===== config.mk =====
export PLATFORM = sky130hd
export DESIGN_NAME = wb_ctrl_regs
export DESIGN_NICKNAME = d
export VERILOG_FILES = /design/src/bus_map_pkg.sv /design/src/wb_pkg.sv /design/src/wb_ctrl_regs.sv
export SDC_FILE = /design/constraint.sdc
export NUM_CORES = 1
export LEC_CHECK = 0
export BUFFER_PORTS_ARGS = -buffer_cell sky130_fd_sc_hd__buf_4
export CAP_MARGIN = 15
export CORE_AREA = 2 2 86 88
export CTS_BUF_LIST = sky130_fd_sc_hd__clkbuf_8
export CTS_CLUSTER_DIAMETER = 80
export CTS_CLUSTER_SIZE = 40
export DETAILED_ROUTE_END_ITERATION = 6
export DIE_AREA = 0 0 88 90
export PLACE_DENSITY = 0.73
export REMOVE_ABC_BUFFERS = 1
export SYNTH_ARGS = -nofsm -noshare
export SYNTH_HDL_FRONTEND = slang
export SYNTH_SLANG_ARGS = --single-unit

===== constraint.sdc =====
create_clock -name wb_clk_i -period 3.9 [get_ports wb_clk_i]
set_input_delay 0.585 -clock wb_clk_i [delete_from_list [all_inputs] [get_ports wb_clk_i]]
set_output_delay 0.585 -clock wb_clk_i [all_outputs]
set_load 0.01 [all_outputs]

===== src/bus_map_pkg.sv =====
package bus_map_pkg;

  // slave windows
  localparam int NUM_SLAVES = 2;
  localparam int SLV_IDX_W  = (NUM_SLAVES > 1) ? $clog2(NUM_SLAVES) : 1;
  localparam int SLV_CTRL   = 0;
  localparam int SLV_MEM    = 1;

  // entry 0 is the control bank, entry 1 the scratch memory
  localparam logic [NUM_SLAVES-1:0][31:0] SLAVE_BASE  = {32'h0000_1000, 32'h0000_0000};
  localparam logic [NUM_SLAVES-1:0][31:0] SLAVE_LIMIT = {32'h0000_13ff, 32'h0000_00ff};

  // cycles in WAIT before the decoder gives up
  localparam int BUS_TIMEOUT = 10;
  localparam int TMO_W       = $clog2(BUS_TIMEOUT + 1);

  // scratch memory geometry
  localparam int MEM_WORDS = 256;
  localparam int MEM_AW    = $clog2(MEM_WORDS);

  // control bank byte offsets
  localparam logic [31:0] REG_ID      = 32'h0000_0000;
  localparam logic [31:0] REG_SCRATCH = 32'h0000_0004;
  localparam logic [31:0] REG_WAIT    = 32'h0000_0008;

  localparam logic [31:0] ID_VALUE = 32'h5742_0001;

  // memory wait states programmed through REG_WAIT
  localparam int WAIT_W = 4;

endpackage


===== src/wb_pkg.sv =====
package wb_pkg;

  // request from the master, and from the decoder to each slave
  typedef struct packed {
    logic        we;
    logic [3:0]  sel;
    logic [31:0] adr;
    logic [31:0] dat;
  } wb_req_t;

  // response from a slave, also used toward the master
  // exactly one of ack and err pulses per request
  typedef struct packed {
    logic [31:0] dat;
    logic        ack;
    logic        err;
  } wb_rsp_t;

endpackage


===== src/wb_ctrl_regs.sv =====
`timescale 1ns/100ps

module wb_ctrl_regs import wb_pkg::*, bus_map_pkg::*; (
  input  logic              wb_clk_i,
  input  logic              wb_rst_i,
  input  logic              cyc_i,
  input  wb_req_t           req_i,
  output wb_rsp_t           rsp_o,
  output logic [WAIT_W-1:0] wait_cycles_o
);

  logic [31:0]       scratch_q;
  logic [WAIT_W-1:0] wait_q;
  logic [31:0]       rd_data;

  always_comb begin
    case (req_i.adr)
      REG_ID:      rd_data = ID_VALUE;
      REG_SCRATCH: rd_data = scratch_q;
      REG_WAIT:    rd_data = 32'(wait_q);
      default:     rd_data = '0;
    endcase
  end

  // answers one cycle after the strobe
  always_ff @(posedge wb_clk_i) begin
    rsp_o.dat <= rd_data;
    if (wb_rst_i) begin
      rsp_o.ack <= 1'b0;
      rsp_o.err <= 1'b0;
      scratch_q <= '0;
      wait_q    <= '0;
    end else begin
      rsp_o.ack <= 1'b0;
      rsp_o.err <= 1'b0;
      if (cyc_i) begin
        case (req_i.adr)
          REG_ID: begin
            // read only
            rsp_o.err <= req_i.we;
            rsp_o.ack <= !req_i.we;
          end
          REG_SCRATCH: begin
            if (req_i.we) begin
              for (int b = 0; b < 4; b++) begin
                if (req_i.sel[b]) begin
                  scratch_q[8*b +: 8] <= req_i.dat[8*b +: 8];
                end
              end
            end
            rsp_o.ack <= 1'b1;
          end
          REG_WAIT: begin
            if (req_i.we && req_i.sel[0]) begin
              wait_q <= req_i.dat[WAIT_W-1:0];
            end
            rsp_o.ack <= 1'b1;
          end
          default: begin
            rsp_o.err <= 1'b1;
          end
        endcase
      end
    end
  end

  assign wait_cycles_o = wait_q;

endmodule


==> impl_metrics.toml <==
[timing]
slew_violations = 0
rsz0062_at_grt = "no"
fin_setup_tns_ns = 0
layout_min_cycle_time_ns = 2.57
period_share = 0.659
hold_violations = 0
fmax_mhz = 389
tightest_slew_ns = 0.626
setup_violations = 0
skew_ns = 0.00679
max-slew-margin-rel = 0.582

[synth]
syn_inst = 285
syn_avg_cell_area_um2 = 9.48
ys_seq_area_frac = 0.519
synthTopCellsByArea = "dfxtp_1 (52%), o31ai_1 (8.9%), nand4_1 (7.9%), a21oi_1 (7.8%), and3_1 (5.8%)"
synth-seq-cells = 70
synthDistinctLibCells = 26
yosysTopAreaCell = "dfxtp_1"
syn_area_um2 = 2700
synth_top_area_frac = 0.519
yosys_warnings = 0

[power]
p_per_area_nw_per_um2 = 382
fin_total_pwr_w = 0.00144
swShare = 0.209
clkPwrFrac = 0.441
p_seq_frac = 0.497
power_frac_comb = 0.062
power.internal_w = 0.00114
vdd_drop_max_mv = 0.180
total_leakage_power_nw = 1.58
power_switching_w = 0.000300

[job]
maxCapViolCount = 0

[outcome]
status = "finished clean"

[setup_path]
crit_buf_inv = 2
path_cells = "buf_4, or4_1, or4_1, buf_8, o31ai_1, a21oi_1"
max_stage_delay_ns = 0.83
crit_family = "simple AND/OR/NAND/NOR gates"
worstPathArrival_ns = 2.79
crit_top_cell = "or4_1"
cp-end-kind = "flip-flop"
path_class = "input pin to flip-flop"
critical_path.slowest_cell = "or4_1"
required_ns = 4.12
startpoint_type = "input pin"
worstPathMaxFanout = 18

[final_layout]
seqCellArea_um2 = 1400
final_common_cell = "buf_4"
syn2layout_area_growth_pct = 39.4
multi_input_area_um2 = 1140
antennaDiodeCount = 0
nets = 452
drive_above_1_share = 0.343
layout.cells.non_filler = 484
final_cell_mix = "buf_4 (112), dfxtp_1 (70), a21oi_1 (42)"
fillers = 662

[clocking]
postCtsSetupRepairBufs = 0
worstSkewPairLatency_ns = 0.35
cts_max_level = 3
clock-root-buffer = "clkbuf_8"
clockBufferDepth = 2
cts_hold_buffers = 0
cts_resized = 0
cts_buffers = 9
cts.clk_slew.worst_paths_ns = 0.07
cts_tree = "yes"
numClockSinks = 70

[floorplan]
core.rowCount = 31
ios = 110
start_util = 0.385
die_y_um = 90
core_um2 = 7020
die-width_um = 88
die-area_um2 = 7920

[drt]
via_per_inst = 5.29
postRouteAntennaNets = 0
drtIter0Drc = 69
drc = 0
first_pass_iters = 4
wl_mm = 7.25
via_count = 2562
wl_per_cell_um = 15.0

[global_routing]
track_usage = 0.186
antenna_found_initial = 0
grt-ovfl-total = 0
grt_pass1_wl_mm = 11.6
grt_pass1_vias = 2460
grt_max_degree = 54

[placed_design]
gp_congestion = 0.723
dp_hpwl_mm = 4.81
placedCellCount = 467
port_buffers = 109

[hold_path]
hold_class = "flip-flop to flip-flop"
## path summary, 6_finish.rpt
kind	start	to	slack, ns	depth (start not counted)
hold / removal	scratch_q[22]$_SDFFE_PP0P_	rsp_o[24]$_DFF_P_	0.45	2
hold reg to reg	scratch_q[22]$_SDFFE_PP0P_	rsp_o[24]$_DFF_P_	0.45	2
setup / recovery	req_i[36]	scratch_q[29]$_SDFFE_PP0P_	1.33	6
setup reg to reg	wait_cycles_o[0]$_SDFFE_PP0P_	rsp_o[2]$_DFF_P_	3.18	4
## power by group through the flow
stage	sequential [W]	clock [W]	combinational (W)
3_3_place_gp	0.000731	0	0.0000882
2_1_floorplan	0.000732	0	0.0000167
3_5_place_dp	0.000731	0	0.0000893
6_report	0.000715	0.000634	0.0000889
5_1_grt	0.000715	0.000670	0.0000974
4_1_cts	0.000715	0.000646	0.0000896
## layer usage
metal	wire [µm]	share of wire	vias up	global-route usage
met1	3270	0.45	1204	0.240
met3	402	0.055	11	0.0468
met5	0	0	-	0
met2	3460	0.48	89	0.289
met4	129	0.018	0	0.0872
li1	-	-	1258	-
## synth_stat cells
cell,count
nor4_1,4
or4_4,2
nor4_4,1
buf_2,1
inv_1,9
or4b_1,1
a31oi_1,1
nand2_1,1
nor2_1,6
mux2i_1,4
and3_1,25
nand2b_1,9
o31ai_1,32
nand3_1,5
a22oi_1,3
nor3b_1,2
buf_1,1
or4_1,2
nand4_1,34
and4_1,1
nor4b_2,1
a21oi_1,42
nor2b_1,1
clkbuf_1,24
dfxtp_1,70
buf_6,3
## stage by stage
stage / utilization / hold WS (ns) / area (µm²) / worst slack (ns)
after floorplan: - / 0.426 / 2570 / 1.13
after global placement: 0.504 / 0.437 / 3540 / 0.937
after detailed placement: 0.504 / 0.441 / 3540 / 0.835
after CTS: 0.534 / 0.452 / 3750 / 1.20
after global routing: 0.536 / 0.472 / 3770 / 1.20
final: 0.536 / 0.453 / 3770 / 1.33
## sequential cells by signal (all words and copies together) (netlist names)
| register | count |
|---|---|
| wait_cycles_o | 4 |
| rsp_o | 34 |
| scratch_q | 32 |
## logic make-up after synthesis
| kind of cell | Yosys count | share of synthesized area |
|---|---|---|
| AND/OR/NAND/NOR | 95 | 0.228 |
| AO/OA/AOI/OAI | 78 | 0.177 |
| flip-flops | 70 | 0.519 |
| buffers and inverters | 38 | 0.0616 |
| multiplexers | 4 | 0.0148 |
## worst reg2reg max path: stages, from the launching register on
cell and delay (ns):
dfxtp_1 0.37, inv_1 0.06, a21oi_1 0.12, a21oi_1 0.05
nor2_1 0.07
## area by class of cell
cell class                      count  share of cell area
Clock buffer                       10              0.0365
Clock inverter                      6              0.0206
Inverter                            9             0.00897
Multi-Input combinational cell    177               0.302
Sequential cell                    70               0.372
Tap cell                           99              0.0329
Timing Repair Buffer              113               0.227
Note: power is estimated with default switching activity, not from simulation.
