File: src/bus_map_pkg.sv
package bus_map_pkg;

  // slave windows
  localparam int NUM_SLAVES = 2;
  localparam int SLV_IDX_W  = (NUM_SLAVES > 1) ? $clog2(NUM_SLAVES) : 1;
  localparam int SLV_CTRL   = 0;
  localparam int SLV_MEM    = 1;

  // entry 0 is the control bank, entry 1 the scratch memory
  localparam logic [NUM_SLAVES-1:0][31:0] SLAVE_BASE  = {32'h0000_1000, 32'h0000_0000};
  localparam logic [NUM_SLAVES-1:0][31:0] SLAVE_LIMIT = {32'h0000_13ff, 32'h0000_00ff};

  // cycles in WAIT before the decoder gives up
  localparam int BUS_TIMEOUT = 10;
  localparam int TMO_W       = $clog2(BUS_TIMEOUT + 1);

  // scratch memory geometry
  localparam int MEM_WORDS = 256;
  localparam int MEM_AW    = $clog2(MEM_WORDS);

  // control bank byte offsets
  localparam logic [31:0] REG_ID      = 32'h0000_0000;
  localparam logic [31:0] REG_SCRATCH = 32'h0000_0004;
  localparam logic [31:0] REG_WAIT    = 32'h0000_0008;

  localparam logic [31:0] ID_VALUE = 32'h5742_0001;

  // memory wait states programmed through REG_WAIT
  localparam int WAIT_W = 4;

endpackage

File: src/bus_timeout.sv
`timescale 1ns/100ps

module bus_timeout import bus_map_pkg::*; (
  input  logic wb_clk_i,
  input  logic wb_rst_i,
  input  logic run_i,
  output logic expired_o
);

  logic [TMO_W-1:0] count;

  // saturates at the limit, restarts each time run goes low
  always_ff @(posedge wb_clk_i) begin
    if (wb_rst_i || !run_i) begin
      count <= '0;
    end else if (count != TMO_W'(BUS_TIMEOUT)) begin
      count <= count + 1'b1;
    end
  end

  assign expired_o = run_i && (count == TMO_W'(BUS_TIMEOUT));

  // a flag means run has been up for the whole window
  a_expired_in_run: assert property (
    @(posedge wb_clk_i) disable iff (wb_rst_i)
    expired_o |-> run_i && $past(run_i, BUS_TIMEOUT)
  );

endmodule

File: config.mk
export PLATFORM = sky130hd
export DESIGN_NAME = bus_timeout
export DESIGN_NICKNAME = d
export VERILOG_FILES = /design/src/bus_map_pkg.sv /design/src/bus_timeout.sv
export SDC_FILE = /design/constraint.sdc
export NUM_CORES = 1
export LEC_CHECK = 0
export BUFFER_PORTS_ARGS = -buffer_cell sky130_fd_sc_hd__buf_2
export CORE_AREA = 4 4 41 43
export DETAILED_ROUTE_END_ITERATION = 12
export DIE_AREA = 0 0 45 47
export MAX_ROUTING_LAYER = met4
export SYNTH_ARGS = -nofsm -noshare
export SYNTH_HDL_FRONTEND = slang
export SYNTH_SLANG_ARGS = --single-unit
File: constraint.sdc
create_clock -name wb_clk_i -period 1 [get_ports wb_clk_i]
set_input_delay 0 -clock wb_clk_i [delete_from_list [all_inputs] [get_ports wb_clk_i]]
set_output_delay 0 -clock wb_clk_i [all_outputs]
set_load 0.05 [all_outputs]
==> impl.org <==
** Power
- Total chip power :: 0.401 mW
- Leakage power total :: 0.168 nW
- Largest voltage drop on the vdd net :: 0.000922 V
- For this design the ratio of total power to cell area is 1190 nW/um^2.

** Floorplanning
- Effective utilization at floorplan :: 16.3%
- Chip width :: 45 um
- The die covers 2120 um^2.
- The die is 47 um tall.
- Placement row count :: 13
- Area of the core :: 1300 um^2
- Number of top-level pins :: 4

** STA
- In the final timing run, aggregate negative setup slack is -0.126 ns.
- Setup-violating endpoint count in the final report :: 3
- Max-slew headroom at the worst pin :: 86.5%
- Setup repair after global routing missed its margin :: yes
- At the pin with the least slew margin, the transition time is 0.203 ns.
- Once routing completed, OpenROAD measured the worst setup slack at -0.0690 ns.
- Pins Over Slew Limit :: 0
- For this run, the top clock speed supported by timing is 935 MHz.
- Final critical delay including setup and external delays :: 1.07 ns
- Total count of hold-check failures in the final report :: 0
- Clock skew on the completed layout was measured at 0.00400 ns.
- Final period utilization :: 107%

** Place
- Final weighted congestion of routability-driven global placement :: 0.747
- Summing all placed instances gives a cell area of 269 um^2.
- # port buffers :: 3
- Post-detail-place hpwl :: 271 um
- Total placed cells including tap cells :: 42

** Global route
- Overall track demand over capacity in global routing :: 5.80%
- The number of antenna violations at the first check in global routing was 0.
- Entering global routing, the biggest net connects 5 pins.
- Total grt overflow :: 0
- Global-route wire length before repair :: 717 um
- Number of global-route vias before repair :: 177

** Layout
- Number of diodes :: 0
- Summing all flip-flop and latch instances after layout gives 82.6 um^2.
- In the final layout, the multi-input gates occupy 150 um^2.
- Most flop-heavy register :: count
- Excluding fillers, the count of instances in the completed layout stands at 47.
- Registers with the most flip-flops :: count x4
- At the end of the flow the core is filled with cells to 25.9%.
- Number of fillers in the final layout :: 151
- After the last flow step, the layout net total stands at 39.
- Of the cells placed in the final design, the portion with a size suffix greater than 1 is 59.4%.
- From synthesis to final layout, the design area changed by 59.2%.
- Final cell area excluding filler cells :: 337 um^2
- The register with the most flip-flops in the layout has 4 of them.

** Synthesis
- Summing every instance area after synthesis gives 211 um^2.
- Synthesis inferred 4 register bits.
- After synthesis, flip-flops and latches occupy 37.9% of the total area.
- The synthesized netlist contains 13 unique library cells.
- Number of warnings printed during yosys synthesis :: 0
- Counting every instance in the synthesized netlist gives 22.
- When the netlist entered floorplanning its net count stood at 27.
- A synthesized cell averages 9.61 um^2.

** Critical path
- Required time worst endpoint :: 1.00 ns
- Launching element type of the critical path :: register
- Broken down by cell family, the worst path's largest delay share belongs to flip-flops.
- Counting both buffers and inverters, the worst setup path holds a total of 2.
- On the critical path, the stage with the largest delay is an instance of sky130_fd_sc_hd__dfxtp_2.
- The largest single stage delay on the critical path is 0.31 ns.
- Along the worst path, the maximum fanout reaches 2.
- Endpoint class of the critical path :: output pin
- Worst EP arrival :: 1.07 ns
- Kind of critical path :: register to output pin
- The signal on the critical path passes through inv_2 > ha_4 > nand3b_4 > nor2_4 > buf_8.

** Status
- The flow ran to the end, but the final reports show violations.
- The checks that failed: setup timing.

** Detailed routing
- DRC violation count after routing :: 0
- DR vias :: 173
- Routed wire length per instance :: 8.00 um
- DR WL met3 :: 46 um
- Detailed Routing Iterations Pass 1 :: 4
- In this run the remaining antenna-violating nets after routing total 0.
- Via count normalized by instance count :: 3.68
- After detailed routing, no signal wire sits above met3.
- The detailed router finished its first iteration with 2 violations.
- Routed wire length :: 376 um
- The routed design uses 159 um of met2 wire.
- In the final routing, the length of wire on met1 measures 169 um.

** Clock tree
- Clock latency on the worst-skew pair, taken at its later pin, is 0.23 ns.
- For this design, the CTS-stage hold fixing added 0 buffers.
- Maximum clock path buffer count :: 2
- Clock Tree Root :: sky130_fd_sc_hd__clkbuf_4
- Total CTS buffers :: 3
- Number of levels in the clock H-tree :: 1
- TritonCTS built the clock tree.
- After clock tree synthesis, the clock-pin slew on the worst setup and hold paths is 0.04 ns.
- Clock Sinks :: 4

** Worst hold path
- The min-delay analysis places its worst path in the category input pin to register.

** Flow run
- Max capacitance violation total :: 0
## worst paths after layout
check                 from        end  slack [ns]  depth (start not counted)
hold / removal    wb_rst_i   count[2]        0.13                          3
setup reg to reg  count[0]   count[0]       -0.06                          6
setup / recovery  count[0]  expired_o       -0.07                          5
hold reg to reg   count[2]   count[2]        0.50                          2
## synth_stat cells
master	instances	area [um^2]
sky130_fd_sc_hd__ha_1	2	25.0
sky130_fd_sc_hd__nor2_1	4	15.0
sky130_fd_sc_hd__xnor2_1	1	8.76
sky130_fd_sc_hd__nand3b_1	1	7.51
sky130_fd_sc_hd__dfxtp_1	4	80.1
sky130_fd_sc_hd__inv_1	2	7.51
sky130_fd_sc_hd__nand2b_1	2	12.5
sky130_fd_sc_hd__nand3_1	1	5.00
sky130_fd_sc_hd__nand2_1	1	3.75
sky130_fd_sc_hd__xor2_1	1	8.76
sky130_fd_sc_hd__a211oi_2	1	12.5
sky130_fd_sc_hd__nand3b_4	1	20.0
sky130_fd_sc_hd__a21oi_1	1	5.00
## stage by stage
| stage | hold WS [ns] | worst slack [ns] |
|---|---|---|
| after floorplan | 0.156 | 0.0124 |
| after global placement | 0.361 | -0.0218 |
| after detailed placement | 0.365 | -0.0378 |
| after CTS | 0.117 | -0.100 |
| after global routing | 0.151 | -0.124 |
| final | 0.128 | -0.0690 |
## area by class of cell
cell class,instances,share of cell area [%]
clock buffer,3,6.69
inverter,2,2.23
multi-input combinational,16,44.6
sequential,4,24.5
tap,15,5.58
timing repair buffer,7,16.4
## kinds of logic after synthesis
family | count (synthesis) | share of synthesized area [%]
and+or+nand+nor | 10 | 30.2
DFF | 4 | 37.9
adders and majority gates | 2 | 11.8
buffers and inverters | 2 | 3.55
xor gates and xnor gates | 2 | 8.29
AOI/OAI and AO/OA | 2 | 8.28
## report_power, final
group	total (mW)	leakage (nW)	switching [mW]	internal [mW]
registers	0.168	0.0333	0.00309	0.165
clock network	0.197	0.0138	0.0628	0.134
logic	0.0356	0.121	0.0161	0.0194
total	0.401	0.168	0.0821	0.319
## routing by layer
metal | track usage (%) | up-vias
met5 | - | -
met3 | 6.90 | 0
met1 | 5.24 | 74
met2 | 6.78 | 7
li1 | - | 92
met4 | 3.51 | 0
## repair_timing
item                       CTS  global route
buffers inserted             2             0
resized for setup            7             2
setup endpoints to repair    3             4
cloned                       0             0
pin swaps                    2             4
## placed cells by master, fill, tap and decap left out
| master | netlist | routed |
|---|---|---|
| sky130_fd_sc_hd__nand3b_1 | 1 | 1 |
| sky130_fd_sc_hd__ha_1 | 2 | 1 |
| sky130_fd_sc_hd__xnor2_1 | 1 | 1 |
| sky130_fd_sc_hd__dfxtp_2 | 0 | 2 |
| sky130_fd_sc_hd__xor2_1 | 1 | 1 |
| sky130_fd_sc_hd__inv_2 | 0 | 1 |
| sky130_fd_sc_hd__buf_8 | 0 | 1 |
| sky130_fd_sc_hd__buf_2 | 0 | 2 |
| sky130_fd_sc_hd__nor2_2 | 0 | 1 |
| sky130_fd_sc_hd__nand2b_1 | 2 | 2 |
| sky130_fd_sc_hd__inv_1 | 2 | 1 |
| sky130_fd_sc_hd__nand3b_4 | 1 | 1 |
| sky130_fd_sc_hd__a21oi_2 | 0 | 1 |
| sky130_fd_sc_hd__ha_4 | 0 | 1 |
| sky130_fd_sc_hd__nor2_1 | 4 | 2 |
| sky130_fd_sc_hd__nor2_4 | 0 | 1 |
| sky130_fd_sc_hd__nand2_1 | 1 | 1 |
| sky130_fd_sc_hd__dfxtp_1 | 4 | 2 |
| sky130_fd_sc_hd__nand3_1 | 1 | 1 |
| sky130_fd_sc_hd__clkbuf_4 | 0 | 3 |
| sky130_fd_sc_hd__buf_4 | 0 | 4 |
| sky130_fd_sc_hd__a211oi_2 | 1 | 1 |
## worst min-delay path: cells and delay by family
| kind | cells | cell delay, ns |
|---|---|---|
| compound gates | 1 | 0.04 |
| simple gates | 1 | 0.20 |
| buf+inv | 1 | 0.07 |
Note: power is estimated with default switching activity, not from simulation.
