==> config.mk <==
export PLATFORM = sky130hd
export DESIGN_NAME = wbs_arbiter
export DESIGN_NICKNAME = d
export VERILOG_FILES = /design/src/bus_map_pkg.sv /design/src/wb_pkg.sv /design/src/wbs_arbiter.sv
export SDC_FILE = /design/constraint.sdc
export NUM_CORES = 1
export LEC_CHECK = 0
export ABC_CLOCK_PERIOD_IN_PS = 8100
export BUFFER_PORTS_ARGS = -buffer_cell sky130_fd_sc_hd__buf_2
export CORE_AREA = 2 2 131 133
export DETAILED_ROUTE_END_ITERATION = 8
export DIE_AREA = 0 0 133 135
export MAX_ROUTING_LAYER = met4
export PLACE_DENSITY = 0.85
export SETUP_SLACK_MARGIN = 0.02
export SYNTH_ARGS = -nofsm -noshare
export SYNTH_HDL_FRONTEND = slang
export SYNTH_SLANG_ARGS = --single-unit
==> constraint.sdc <==
create_clock -name wb_clk_i -period 8.1 [get_ports wb_clk_i]
set_input_delay 0.81 -clock wb_clk_i [delete_from_list [all_inputs] [get_ports wb_clk_i]]
set_output_delay 0.81 -clock wb_clk_i [all_outputs]
set_load 0.02 [all_outputs]
==> src/bus_map_pkg.sv <==
package bus_map_pkg;

  // slave windows
  localparam int NUM_SLAVES = 2;
  localparam int SLV_IDX_W  = (NUM_SLAVES > 1) ? $clog2(NUM_SLAVES) : 1;
  localparam int SLV_CTRL   = 0;
  localparam int SLV_MEM    = 1;

  // entry 0 is the control bank, entry 1 the scratch memory
  localparam logic [NUM_SLAVES-1:0][31:0] SLAVE_BASE  = {32'h0000_1000, 32'h0000_0000};
  localparam logic [NUM_SLAVES-1:0][31:0] SLAVE_LIMIT = {32'h0000_13ff, 32'h0000_00ff};

  // cycles in WAIT before the decoder gives up
  localparam int BUS_TIMEOUT = 10;
  localparam int TMO_W       = $clog2(BUS_TIMEOUT + 1);

  // scratch memory geometry
  localparam int MEM_WORDS = 256;
  localparam int MEM_AW    = $clog2(MEM_WORDS);

  // control bank byte offsets
  localparam logic [31:0] REG_ID      = 32'h0000_0000;
  localparam logic [31:0] REG_SCRATCH = 32'h0000_0004;
  localparam logic [31:0] REG_WAIT    = 32'h0000_0008;

  localparam logic [31:0] ID_VALUE = 32'h5742_0001;

  // memory wait states programmed through REG_WAIT
  localparam int WAIT_W = 4;

endpackage

==> src/wb_pkg.sv <==
package wb_pkg;

  // request from the master, and from the decoder to each slave
  typedef struct packed {
    logic        we;
    logic [3:0]  sel;
    logic [31:0] adr;
    logic [31:0] dat;
  } wb_req_t;

  // response from a slave, also used toward the master
  // exactly one of ack and err pulses per request
  typedef struct packed {
    logic [31:0] dat;
    logic        ack;
    logic        err;
  } wb_rsp_t;

endpackage

==> src/wbs_arbiter.sv <==
`timescale 1ns/100ps

module wbs_arbiter import wb_pkg::*, bus_map_pkg::*; (
  input  logic                     wb_clk_i,
  input  logic                     wb_rst_i,
  input  logic                     wbm_cyc_i,
  input  logic                     wbm_stb_i,
  input  wb_req_t                  wbm_req_i,
  output wb_rsp_t                  wbm_rsp_o,
  output logic [NUM_SLAVES-1:0]    wbs_cyc_o,
  output wb_req_t                  wbs_req_o,
  input  wb_rsp_t [NUM_SLAVES-1:0] wbs_rsp_i,
  output logic                     tmo_run_o,
  input  logic                     tmo_expired_i
);

  typedef enum logic [1:0] {
    IDLE,
    WAIT,
    DRAIN
  } state_t;

  state_t                   state;
  logic                     drain_cnt;
  logic                     wbm_cyc_r;
  logic                     wbm_stb_r;
  wb_req_t                  wbm_req_r;
  wb_rsp_t [NUM_SLAVES-1:0] wbs_rsp_r;
  logic [NUM_SLAVES-1:0]    slv_hit;
  logic [SLV_IDX_W-1:0]     slv_enc;
  logic [SLV_IDX_W-1:0]     active_q;
  logic [31:0]              adr_rebased;
  wb_rsp_t                  slv_rsp;
  logic                     req_valid;
  logic                     dec_err;
  logic                     done_ack;
  logic                     done_err;

  // master input stage
  always_ff @(posedge wb_clk_i) begin
    wbm_req_r <= wbm_req_i;
    if (wb_rst_i) begin
      wbm_cyc_r <= 1'b0;
      wbm_stb_r <= 1'b0;
    end else begin
      wbm_cyc_r <= wbm_cyc_i;
      wbm_stb_r <= wbm_stb_i;
    end
  end

  // slave response stage
  always_ff @(posedge wb_clk_i) begin
    if (wb_rst_i) begin
      wbs_rsp_r <= '0;
    end else begin
      wbs_rsp_r <= wbs_rsp_i;
    end
  end

  // window compare, then encode and rebase
  always_comb begin
    slv_hit = '0;
    slv_enc = '0;
    for (int i = 0; i < NUM_SLAVES; i++) begin
      slv_hit[i] = (wbm_req_r.adr >= SLAVE_BASE[i]) && (wbm_req_r.adr <= SLAVE_LIMIT[i]);
      if (slv_hit[i]) begin
        slv_enc = SLV_IDX_W'(i);
      end
    end
    adr_rebased = wbm_req_r.adr - SLAVE_BASE[slv_enc];
  end

  assign req_valid = (state == IDLE) && wbm_cyc_r && wbm_stb_r;
  assign dec_err   = req_valid && (slv_hit == '0);

  // only the latched slave may finish the transfer
  assign slv_rsp  = wbs_rsp_r[active_q];
  assign done_ack = (state == WAIT) && slv_rsp.ack;
  assign done_err = (state == WAIT) && !slv_rsp.ack && (slv_rsp.err || tmo_expired_i);

  assign tmo_run_o = (state == WAIT);

  always_ff @(posedge wb_clk_i) begin
    if (wb_rst_i) begin
      state     <= IDLE;
      drain_cnt <= 1'b0;
      wbs_cyc_o <= '0;
      active_q  <= '0;
    end else begin
      // strobe is a single-cycle pulse
      wbs_cyc_o <= '0;
      case (state)
        IDLE: begin
          if (req_valid) begin
            drain_cnt <= 1'b0;
            if (dec_err) begin
              state <= DRAIN;
            end else begin
              wbs_cyc_o <= slv_hit;
              active_q  <= slv_enc;
              state     <= WAIT;
            end
          end
        end
        WAIT: begin
          if (done_ack || done_err) begin
            drain_cnt <= 1'b0;
            state     <= DRAIN;
          end
        end
        DRAIN: begin
          // stale master strobe still sits in the input stage
          if (drain_cnt) begin
            state <= IDLE;
          end else begin
            drain_cnt <= 1'b1;
          end
        end
        default: begin
          state <= IDLE;
        end
      endcase
    end
  end

  // shared request to the slaves, held until the next strobe
  always_ff @(posedge wb_clk_i) begin
    if (req_valid && !dec_err) begin
      wbs_req_o.we  <= wbm_req_r.we;
      wbs_req_o.sel <= wbm_req_r.sel;
      wbs_req_o.adr <= adr_rebased;
      wbs_req_o.dat <= wbm_req_r.dat;
    end
  end

  // master output stage
  always_ff @(posedge wb_clk_i) begin
    wbm_rsp_o.dat <= slv_rsp.dat;
    if (wb_rst_i) begin
      wbm_rsp_o.ack <= 1'b0;
      wbm_rsp_o.err <= 1'b0;
    end else begin
      wbm_rsp_o.ack <= done_ack;
      wbm_rsp_o.err <= dec_err || done_err;
    end
  end

  a_cyc_onehot: assert property (
    @(posedge wb_clk_i) disable iff (wb_rst_i)
    $onehot0(wbs_cyc_o)
  );

  a_rsp_excl: assert property (
    @(posedge wb_clk_i) disable iff (wb_rst_i)
    !(wbm_rsp_o.ack && wbm_rsp_o.err)
  );

endmodule
==> out/results.tsv <==
metric	value	unit
status	completed	
Top-Level Pins	248	
core area	16400	um2
Tot Pwr	2540	uW
most numerous cell in the Yosys netlist	dfxtp_1	
Worst Hold Class	flop to flop	
worst setup margin	5.35	ns
post-layout minimum cycle time	2.75	ns
CP bufs+invs	0	
Yosys top cell area share	50.1	%
ant diodes	0	
Post-Synthesis Cells	460	
crit share post-route	33.9	%
drt via density	4.45	
CTS tree	built	
IO Port Bufs	247	
Max Root-Sink Buffers	3	
worst slew pin tran	0.915	ns
Synth cell types	39	
WL per Instance	15.5	um
Main synth FF type	dfxtp_1	
1st-iter DRT viols	134	
# rows	47	
Reg area	5660	um2
Crit Path Max Fanout	12	
largest area contributor in the netlist	dfxtp_1	
Post-Syn Nets	604	
critical path type	flop to flop	
critical path startpoint category	flop	
Die ar.	18000	um2
initial antenna violation count	0	
max cap viols	0	
root buffer cell	clkbuf_16	
DRC	0	
Fill cells	1261	
Crit path max-delay family	simple AND/OR/NAND/NOR gates	
DR vias	4269	
CTS Buf Count	24	
CP cell instances	or4_4 -> nand2b_4 -> nor3_1 -> ha_1 -> nand3_1 -> or4_1 -> xnor2_1	
WL final	14800	um
HPWL after DPL	10700	um
post-CTS resize count	0	
DRT Pass-1 Iters	5	
synthesized cell area	7150	um2
die height	135	um
CP max stage delay	0.54	ns
most area-consuming cells after synthesis	dfxtp_1, edfxtp_1, nor2b_1, mux2_2, xor2_1	
Critical Path RT	8.35	ns
relative slew slack	39.0	%
Layout Nets	865	
Skew-Pair Late Insertion Delay	0.50	ns
leakage dissipation	0.00405	uW
Peak Freq	0.364	GHz
H-tree levels	1	
first-pass GRT wire length	22200	um
all-layer global routing usage	16.6	%
layout cells sized above 1	44.8	%
crit end category	flop	
worst-case clock skew	0.00825	ns
flops & latches, synth	248	
Synth Warn #	0	
PD cells	268	nW/um2
starting density of the core	43.6	%
Fin. Hold Viols	0	
vias in the first global route	4382	
DP Worst Slack	5.36	ns
post-synthesis async set-or-reset flop share	0	%
number of synthesized flops with an enable pin	69	
hold slack	0.398	ns
Arr. time, crit path	3.00	ns
Syn Area/Cell	15.5	um2
clock sinks	248	
setup bufs post-CTS	0	
Routed Antenna Nets	0	
top post-synthesis cells by count	dfxtp_1, nor2b_1, edfxtp_1, mux2_2, nor2_1	
largest net degree at the start of global routing	77	
area of the multi-input gates	1440	um2
Max Slew Vio Count	0	
GRT Residual Overflow	0	
slowest stage cell, crit path	or4_4	
Area Growth Syn to Fin	32.2	%
Clk pin slew, worst setup/hold paths	0.07	ns
RSZ-0062 raised after global routing	no	
Die W	133	um
register area share after synthesis	79.1	%
Max VDD drop	0.000180	V
GPL Wtd Cong	0.762	
Setup TNS	0	ns
Post-CTS Hold Fix Bufs	0	
Final setup viols	0	
[cell usage in the layout, fill, tap and decap left out, types with 4 or more instances in the layout]
cell type | synthesis | final
buf_2 | 1 | 247
clkbuf_16 | 0 | 25
clkinv_2 | 0 | 4
clkinvlp_4 | 0 | 5
dfxtp_1 | 179 | 178
edfxtp_1 | 69 | 69
inv_1 | 6 | 6
mux2_2 | 33 | 33
nand2_1 | 9 | 9
nand3_1 | 4 | 4
nor2_1 | 13 | 13
nor2b_1 | 70 | 70
nor3_1 | 7 | 7
or3_1 | 5 | 5
or4_1 | 5 | 5
xnor2_1 | 6 | 6
xor2_1 | 11 | 11
[worst paths after layout]
path | cells after the start | slack, ns | to | start
worst max-delay path | 7 | 5.35 | wbs_req_o[53] | wbm_req_r[54]
worst min-delay path | 0 | 0.40 | wbs_req_o[14] | wbm_req_r[14]
worst max register to register | 7 | 5.35 | wbs_req_o[53] | wbm_req_r[54]
worst min register to register | 0 | 0.40 | wbs_req_o[14] | wbm_req_r[14]
[final cells by class]
type | count | area share [%]
Sequential cell | 248 | 59.8
Multi-Input combinational cell | 192 | 15.2
Timing Repair Buffer | 249 | 13.2
Clock buffer | 28 | 6.95
Tap cell | 220 | 2.91
Clock inverter | 16 | 1.65
Inverter | 6 | 0.238
[per-stage QoR]
stage | util (%) | cells | instance area, um2
2_1_floorplan | - | 460 | 7160
5_1_grt | 57.6 | 959 | 9450
3_5_place_dp | 52.7 | 915 | 8640
3_3_place_gp | 52.7 | 915 | 8640
6_report | 57.6 | 959 | 9450
4_1_cts | 57.6 | 959 | 9450
[power breakdown]
| group | leakage (uW) | switching (uW) | total (uW) | internal (uW) |
|---|---|---|---|---|
| clock network | 0.000387 | 457 | 1110 | 651 |
| registers | 0.00212 | 17.6 | 1340 | 1320 |
| logic | 0.00155 | 41.9 | 91.3 | 49.4 |
| total | 0.00405 | 516 | 2540 | 2020 |
[sequential cells by signal, summed over array words and instances, names as in the netlist]
register and cells:
wbm_req_r 69, wbs_rsp_r 68, wbm_cyc_r 1, wbs_cyc_o 2, active_q 1, wbm_stb_r 1
state 2, wbs_req_o 69, drain_cnt 1, wbm_rsp_o 34
[kinds of logic after synthesis]
family / share of synthesized area (%)
and+or+nand+nor: 10.8
adders and majority gates: 0.350
muxes: 5.34
xor gates and xnor gates: 2.08
buffers and inverters: 1.07
DFF: 79.1
AOI/OAI and AO/OA: 1.26
[layer usage]
layer | share of wire, % | up-vias | track usage (%)
li1 | - | 2090 | -
met1 | 40 | 1935 | 18.9
met2 | 48 | 221 | 28.5
met3 | 9.2 | 23 | 4.92
met4 | 2.2 | 0 | 4.90
met5 | 0 | - | -
(Power assumes the default switching activity.)
